**src/rtl/mipsPkg.sv**
```systemverilog
package mipsPkg;

    //////////////////////////////////////////////////
    // Encodings
    //////////////////////////////////////////////////

    // Primary opcode field in instr[31:26]
    typedef enum logic [5:0] {
        OpSpecial  = 6'h00,
        OpRegimm   = 6'h01,
        OpJ        = 6'h02,
        OpJal      = 6'h03,
        OpBeq      = 6'h04,
        OpBne      = 6'h05,
        OpBlez     = 6'h06,
        OpBgtz     = 6'h07,
        OpAddi     = 6'h08,
        OpSlti     = 6'h0A,
        OpAndi     = 6'h0C,
        OpOri      = 6'h0D,
        OpXori     = 6'h0E,
        OpSpecial2 = 6'h1C,
        OpLb       = 6'h20,
        OpLh       = 6'h21,
        OpLw       = 6'h23,
        OpSb       = 6'h28,
        OpSh       = 6'h29,
        OpSw       = 6'h2B
    } opcodeE;

    typedef enum logic [3:0] {
        AluAdd,
        AluSub,
        AluAnd,
        AluOr,
        AluXor,
        AluNor,
        AluSlt,
        AluSll,
        AluSrl,
        AluMul
    } aluOpE;

    typedef enum logic [2:0] {
        BrNone,
        BrEq,
        BrNe,
        BrGtz,
        BrLez,
        BrGez,
        BrLtz
    } branchKindE;

    typedef enum logic [1:0] {
        MemByte,
        MemHalf,
        MemWord
    } memSizeE;

    // Which instruction field names the destination
    typedef enum logic [1:0] {
        DestRd,
        DestRt,
        DestLink
    } destSelE;

    //////////////////////////////////////////////////
    // Pipeline payloads
    //////////////////////////////////////////////////

    typedef struct packed {
        logic       regWrite;
        aluOpE      aluOp;
        logic       aluSrc;
        logic       immZero;
        destSelE    destSel;
        logic       memRead;
        logic       memWrite;
        memSizeE    memSize;
        branchKindE branchKind;
        logic       jump;
        logic       jumpReg;
        logic       link;
    } ctrlT;

    typedef struct packed {
        logic        valid;
        logic [31:0] pc;
        ctrlT        ctrl;
        logic [31:0] rsVal;
        logic [31:0] rtVal;
        logic [4:0]  rsIdx;
        logic [4:0]  rtIdx;
        logic [31:0] imm;
        logic [4:0]  shamt;
        logic [25:0] jumpIdx;
        logic [4:0]  dest;
    } decExT;

    typedef struct packed {
        logic        valid;
        ctrlT        ctrl;
        logic [31:0] aluRes;
        logic [31:0] storeVal;
        logic [4:0]  dest;
        logic        redirect;
        logic [31:0] target;
    } exMemT;

    // Register write as seen at the end of the pipe
    typedef struct packed {
        logic        valid;
        logic [4:0]  regIdx;
        logic [31:0] data;
    } wbT;

endpackage

```
**src/rtl/executeStage.sv**
```systemverilog
`timescale 1ns/10ps

module executeStage
    import mipsPkg::*;
(
    input  logic  clk,
    input  logic  arstN,
    input  decExT decEx,
    input  wbT    fwd,
    output exMemT exMem
);

    logic [31:0] rsOp;
    logic [31:0] rtOp;
    logic [31:0] opB;
    logic [31:0] aluOut;
    logic [31:0] pcPlus4;
    logic [31:0] branchTarget;
    logic [31:0] jumpTarget;
    logic        taken;
    exMemT       exNext;

    // Result of the instruction one ahead including load data
    assign rsOp = (fwd.valid && fwd.regIdx == decEx.rsIdx) ? fwd.data : decEx.rsVal;
    assign rtOp = (fwd.valid && fwd.regIdx == decEx.rtIdx) ? fwd.data : decEx.rtVal;

    assign opB = decEx.ctrl.aluSrc ? decEx.imm : rtOp;

    //////////////////////////////////////////////////
    // ALU
    //////////////////////////////////////////////////

    always_comb begin
        case (decEx.ctrl.aluOp)
            AluAdd:  aluOut = rsOp + opB;
            AluSub:  aluOut = rsOp - opB;
            AluAnd:  aluOut = rsOp & opB;
            AluOr:   aluOut = rsOp | opB;
            AluXor:  aluOut = rsOp ^ opB;
            AluNor:  aluOut = ~(rsOp | opB);
            AluSlt:  aluOut = {31'b0, $signed(rsOp) < $signed(opB)};
            // Shifts act on rt
            AluSll:  aluOut = opB << decEx.shamt;
            AluSrl:  aluOut = opB >> decEx.shamt;
            // Low word of the product
            AluMul:  aluOut = rsOp * opB;
            default: aluOut = 32'h0;
        endcase
    end

    //////////////////////////////////////////////////
    // Branch and jump resolution
    //////////////////////////////////////////////////

    assign pcPlus4      = decEx.pc + 32'd4;
    assign branchTarget = pcPlus4 + {decEx.imm[29:0], 2'b00};
    assign jumpTarget   = {pcPlus4[31:28], decEx.jumpIdx, 2'b00};

    always_comb begin
        case (decEx.ctrl.branchKind)
            BrEq:    taken = (rsOp == rtOp);
            BrNe:    taken = (rsOp != rtOp);
            BrGtz:   taken = ($signed(rsOp) > 0);
            BrLez:   taken = ($signed(rsOp) <= 0);
            BrGez:   taken = !rsOp[31];
            BrLtz:   taken = rsOp[31];
            default: taken = 1'b0;
        endcase
    end

    always_comb begin
        exNext.valid    = decEx.valid;
        exNext.ctrl     = decEx.ctrl;
        // jal links to the instruction after the delay slot position
        exNext.aluRes   = decEx.ctrl.link ? decEx.pc + 32'd8 : aluOut;
        exNext.storeVal = rtOp;
        exNext.dest     = decEx.dest;
        exNext.redirect = decEx.valid &&
                          (taken || decEx.ctrl.jump || decEx.ctrl.jumpReg);
        if (decEx.ctrl.jumpReg) begin
            exNext.target = rsOp;
        end else if (decEx.ctrl.jump) begin
            exNext.target = jumpTarget;
        end else begin
            exNext.target = branchTarget;
        end
    end

    always_ff @(posedge clk or negedge arstN) begin
        if (!arstN) begin
            exMem <= '0;
        end else begin
            exMem <= exNext;
        end
    end

    // Bubbles must never steer the fetcher
    redirectOnlyValid: assert property (
        @(posedge clk) disable iff (!arstN) exMem.redirect |-> exMem.valid
    ) else $error("executeStage: redirect raised on a bubble");

endmodule

```
**config.mk**
```make
export PLATFORM = sky130hd
export DESIGN_NAME = executeStage
export DESIGN_NICKNAME = d
export VERILOG_FILES = /design/src/rtl/mipsPkg.sv /design/src/rtl/executeStage.sv
export SDC_FILE = /design/constraint.sdc
export NUM_CORES = 2
export LEC_CHECK = 0
export BUFFER_PORTS_ARGS = -buffer_cell sky130_fd_sc_hd__buf_2
export CORE_UTILIZATION = 47
export DETAILED_ROUTE_END_ITERATION = 8
export PLACE_DENSITY = 0.66
export SYNTH_ARGS = -nofsm -noshare
export SYNTH_HDL_FRONTEND = slang
export SYNTH_SLANG_ARGS = --single-unit
```
**constraint.sdc**
```tcl
create_clock -name clk -period 0.8 [get_ports clk]
set_input_delay 0.04 -clock clk [delete_from_list [all_inputs] [get_ports clk]]
set_output_delay 0.04 -clock clk [all_outputs]
set_load 0.01 [all_outputs]
```
# == Word level (Yosys, flattened, before mapping) ==
# Index checks and enable logic that the tools add are counted.
# classes
shift,2
n_mux,8
order_cmp,3
n_eq_ne,19
n_bitwise,4
multipliers,1
add_sub_neg,5
n_reduce_logical,7
# ops
cell,n
$pmux W32 S10,1
$mux W32,6
$add A32 B32 Y32,2
$add A32 B3 Y32 const B,1
$add A32 B4 Y32 const B,1
$and A32 B32 Y32,1
$eq A32 B32 Y1,1
$gt A32 B1 Y1 const B,1
$le A32 B1 Y1 const B,1
$lt A32 B32 Y1,1
$mul A32 B32 Y32,1
$ne A32 B32 Y1,1
$not A32 Y32,1
$or A32 B32 Y32,1
$shl A32 B5 Y32,1
$shr A32 B5 Y32,1
$sub A32 B32 Y32,1
$xor A32 B32 Y32,1
$eq A4 B3 Y1 const B,4
$eq A5 B5 Y1,2
$eq A3 B3 Y1 const B,3
$eq A4 B2 Y1 const B,2
$eq A4 B4 Y1 const B,2
$eq A3 B2 Y1 const B,2
other kinds (7),10
# word_totals
ff_bits,122
input_bits,234
output_inout_bits,122
wordCells,67

# == Longest topological paths before layout ==
# depth
ltp_word,8
depth_mapped,38
mapped_depth_nobuf,34

# == Worst setup path before layout ==
# OpenSTA, ideal clock, no wires.
# synth_path
path_type,input -> register
from,input fwd[33] (netlist bit)
to,register exMem[101] (netlist bit)
arrival_ns,8.331
path_stages,33
setup_ns,0.139
slack_ns,-7.669
path_buffers,3
path_cell_list,xor2_1 nor4_1 and3_1 buf_2 buf_6 buf_4 mux2i_1 clkinv_1 ha_1 fa_1 inv_1 fa_1 fa_1 inv_1 fa_1 ha_1 ha_1 inv_1 fa_1 inv_1 fa_1 ha_1 or3_1 or3_1 o22a_1 o221a_2 a221oi_1 o31ai_1 a211oi_1 o21bai_1 xnor2_1 a221oi_2 a22oi_2
# synth_lines
item,line,source
start: declaration,executeStage.sv:9,"input wbT fwd,"
end signal: assignment,executeStage.sv:93,exMem <= exNext;
end: declaration,executeStage.sv:10,output exMemT exMem

==> results.txt <==
Yosys instantiated no cell more often than nor2_1. The run gives 1.14 ns as the data required time at the worst endpoint. The slowest stage of the critical path is the fa_1 cell. The final instance area was 50300 sq um.

Setup violations remaining at the end of the flow were counted as 219. The number of flip-flops and latches in the synthesized netlist works out to 122. The initial utilization of the core area, before any placement, comes to 47.8%. Of the cells placed in the final design, the portion with a size suffix greater than 1 is 44.7%.

The logs give 5518 for the starting DRC count in detailed routing and 4542 for the count of fill cells added during filler insertion. Measured against its own limit, the worst slew margin works out to 37.6%. Number of DRC violations after detailed routing: 8. Most area-hungry cell type in the Yosys netlist: fa_1.

Summed over all layers, the routed wires come to 190000 microns. exMem holds more flip-flops than any other register. The worst setup path is captured at a flop. Flip-flop cell with the highest count after synthesis: dfrtp_1. The port buffer count came out at 355.

In this run the horizontal extent of the chip is 261 microns. The total placed instance area is 44000 sq um. The share of the cycle needed by the critical path after routing is 1040%, and the total number of yosys warnings is 0.

The tools report the final count of hold timing violations as 2. The number of antenna violations at the first check in global routing came out at 23. Yosys mapped a number of flops with a built-in enable equal to 0.

The number of nets in the synthesized netlist is 4745. The clock passes through at most 2 buffers. Setup repair after global routing could not meet its margin everywhere.

The register with the most flip-flops in the layout has 122 of them. The most frequent cell on the critical path was fa_1. In this run the vertical extent of the chip is 261 microns.

Hold repair after CTS inserted 50 buffers. The worst hold-check slack came out at -0.0118 ns. The floorplan has 94 rows. The maximum single-stage delay on the critical path came out at 0.62 ns. The run gives 0 as the remaining antenna violation count. Detailed placement ended at an HPWL of 146000 microns. The worst hold path was traced through 3 stages. The flow ran to the end, but the final reports show violations. The number of placed instances, taps included, is 6069.

The finished layout holds 6318 standard cells, fillers aside. At the end of routability-driven placement, the weighted congestion stood at 1.12. The cell leakage power is 24.4 nW, and the biggest fanout along the worst timing path is 6. The total routing usage reported by global routing is 53.1%, and the fraction of synthesized cell area taken by the top area cell type is 26.0%. Each instance of the synthesized netlist takes up on average 8.21 sq um.

The checks that failed: DRC, hold timing, setup timing. The worst-case IR drop observed on VDD is 9.82 mV. For this run, the detailed router's first-pass iteration total came to 9. By area the synthesized netlist is led by fa_1 26%, ha_1 9.9%, dfrtp_1 9.7%. TritonCTS built the clock tree.

The residual overflow from global routing is 0. The kind of start point of the critical path is an input port. The tool flagged a number of max-cap violations equal to 0.

The run gives 259000 microns as the first-pass GRT wire length. The run gives 38800 as the number of global-route vias before repair. Kind of path behind the tightest hold check: in2reg.

The run gives -7.52 ns as the least setup slack across all paths after layout. The critical path arrival was 8.66 ns. The clock-pin slew of the registers on the worst-case setup and hold paths was 0.07 ns; the net total in the final layout was 6315.

The tools report the number of ports placed on the die boundary as 356. Async set-or-reset flop fraction in the synthesized netlist: 100%. The area growth from synthesis to layout is 59.1%. Entering global routing, the biggest net connects 54 pins. Synthesis instantiated 97 different standard cells from the library.

Sequential cells were found to cover 9.66% of the synthesized design area. The total area inside the core boundary comes to 66100 sq um. Clock sink count: 122. The final period demand of the worst path is 8.32 ns.

The die area came out at 68300 sq um. The worst slack at placement came out at -8.18 ns. After technology mapping, the gate count stands at 3850. TritonCTS created 17 clock buffers. The cell area that synthesis handed to floorplanning was 31600 sq um. Timing would allow up to 120 MHz.

For this design the ratio of total power to cell area is 4390 nW/um^2. The tools report the clock tree root driver cell as clkbuf_16. The measured slew at the worst slew-check pin is 0.936 ns, and the routed length per placed instance is 30.1 microns. The routed via count divided by cell count was 6.26; the count of final max-slew check failures was 0. The category of the critical setup timing path was in2reg. Ranked by instance count, the synthesized netlist is headed by 494 x nor2_1, 475 x inv_1, 411 x fa_1. In this run the number of H-tree levels came out at 4. For this block, the via count after detailed routing is 39500. The largest registers in the layout are exMem x122.
-- power breakdown --
part	total, mW	internal (mW)	switching, mW
clock	8.73	4.77	3.96
sequential	7.03	6.77	0.257
combinational	205	95.8	109
-- through the flow --
step | TNS (ns) | utilization, % | hold WS, ns | power (mW)
after global placement | -322.37 | 66.6 | -0.112 | 158
after floorplan | -251.06 | - | -0.256 | 104
final | -296.52 | 76.0 | -0.0118 | 221
after CTS | -282.70 | 73.2 | -0.0535 | 204
after detailed placement | -326.80 | 66.6 | -0.111 | 161
after global routing | -304.67 | 76.0 | -0.0257 | 227
-- worst max-delay path: cells and delay by family --
family	cells	cell delay, ns
AO/OA/AOI/OAI	7	1.67
XOR/XNOR	1	0.17
AND/OR/NAND/NOR	7	1.06
buffers and inverters	12	1.52
multiplexers	1	0.33
adder cells (fa/ha/maj)	9	3.84
-- cell families after synthesis --
family / Yosys count / synth area share (%)
DFF: 122 / 9.66
xor gates and xnor gates: 215 / 6.20
and+or+nand+nor: 1174 / 16.0
buffers and inverters: 752 / 9.16
adders and majority gates: 661 / 35.9
muxes: 133 / 5.85
AOI/OAI and AO/OA: 793 / 17.2
-- routing by layer --
layer / vias up / share of wire, % / track usage (%)
met1: 18900 / 33 / 62.9
met4: 4 / 11 / 42.7
met5: - / 0.014 / 0
met2: 3525 / 41 / 77.6
met3: 1167 / 14 / 19.4
li1: 16000 / - / -
-- final cells by class --
class / instances / area, sq um / area share, %
diodes: 21 / 52.6 / 0.105
clock buffers: 19 / 443 / 0.881
clock inverters: 13 / 156 / 0.311
inverters: 511 / 2000 / 3.97
multi-input cells: 2976 / 29200 / 58.1
flip-flops and latches: 122 / 3050 / 6.08
well taps: 864 / 1080 / 2.15
repair buffers: 1792 / 14300 / 28.4
-- cell usage in the layout (no fill, tap or decap), drive strengths merged, types with 19 or more instances in the layout --
| cell type | count |
|---|---|
| buf | 1742 |
| inv | 502 |
| nor2 | 501 |
| fa | 411 |
| nand2 | 406 |
| ha | 250 |
| a21oi | 173 |
| o21ai | 168 |
| xnor2 | 160 |
| dfrtp | 122 |
| mux2i | 70 |
| a211oi | 51 |
| dlygate4sd3 | 50 |
| xor2 | 50 |
| a21o | 49 |
| nand3 | 45 |
| nand2b | 40 |
| nor3 | 37 |
| mux4 | 36 |
| o22ai | 34 |
| a221oi | 34 |
| o211ai | 28 |
| o21bai | 28 |
| nand4 | 27 |
| mux2 | 27 |
| nor2b | 25 |
| and3 | 24 |
| a221o | 23 |
| diode | 21 |
| a22oi | 20 |
| clkbuf | 19 |
| a21boi | 19 |
-- path summary, 6_finish.rpt --
| path | start | endpoint | slack, ns |
|---|---|---|---|
| worst max-delay path | fwd[36] | exMem[98] | -7.52 |
| min in group asynchronous | arstN | exMem[101] | 0.01 |
| max in group asynchronous | arstN | exMem[19] | 0.31 |
| worst min-delay path | decEx[94] | exMem[54] | -0.01 |
-- repair_timing --
action	CTS	global route
pin swaps	233	227
resized for setup	528	297
cloned	1	0
hold endpoints to repair	177	2
endpoints found under the setup margin	219	219
setup buffers	104	67
Power figures use the tool's default switching activity.
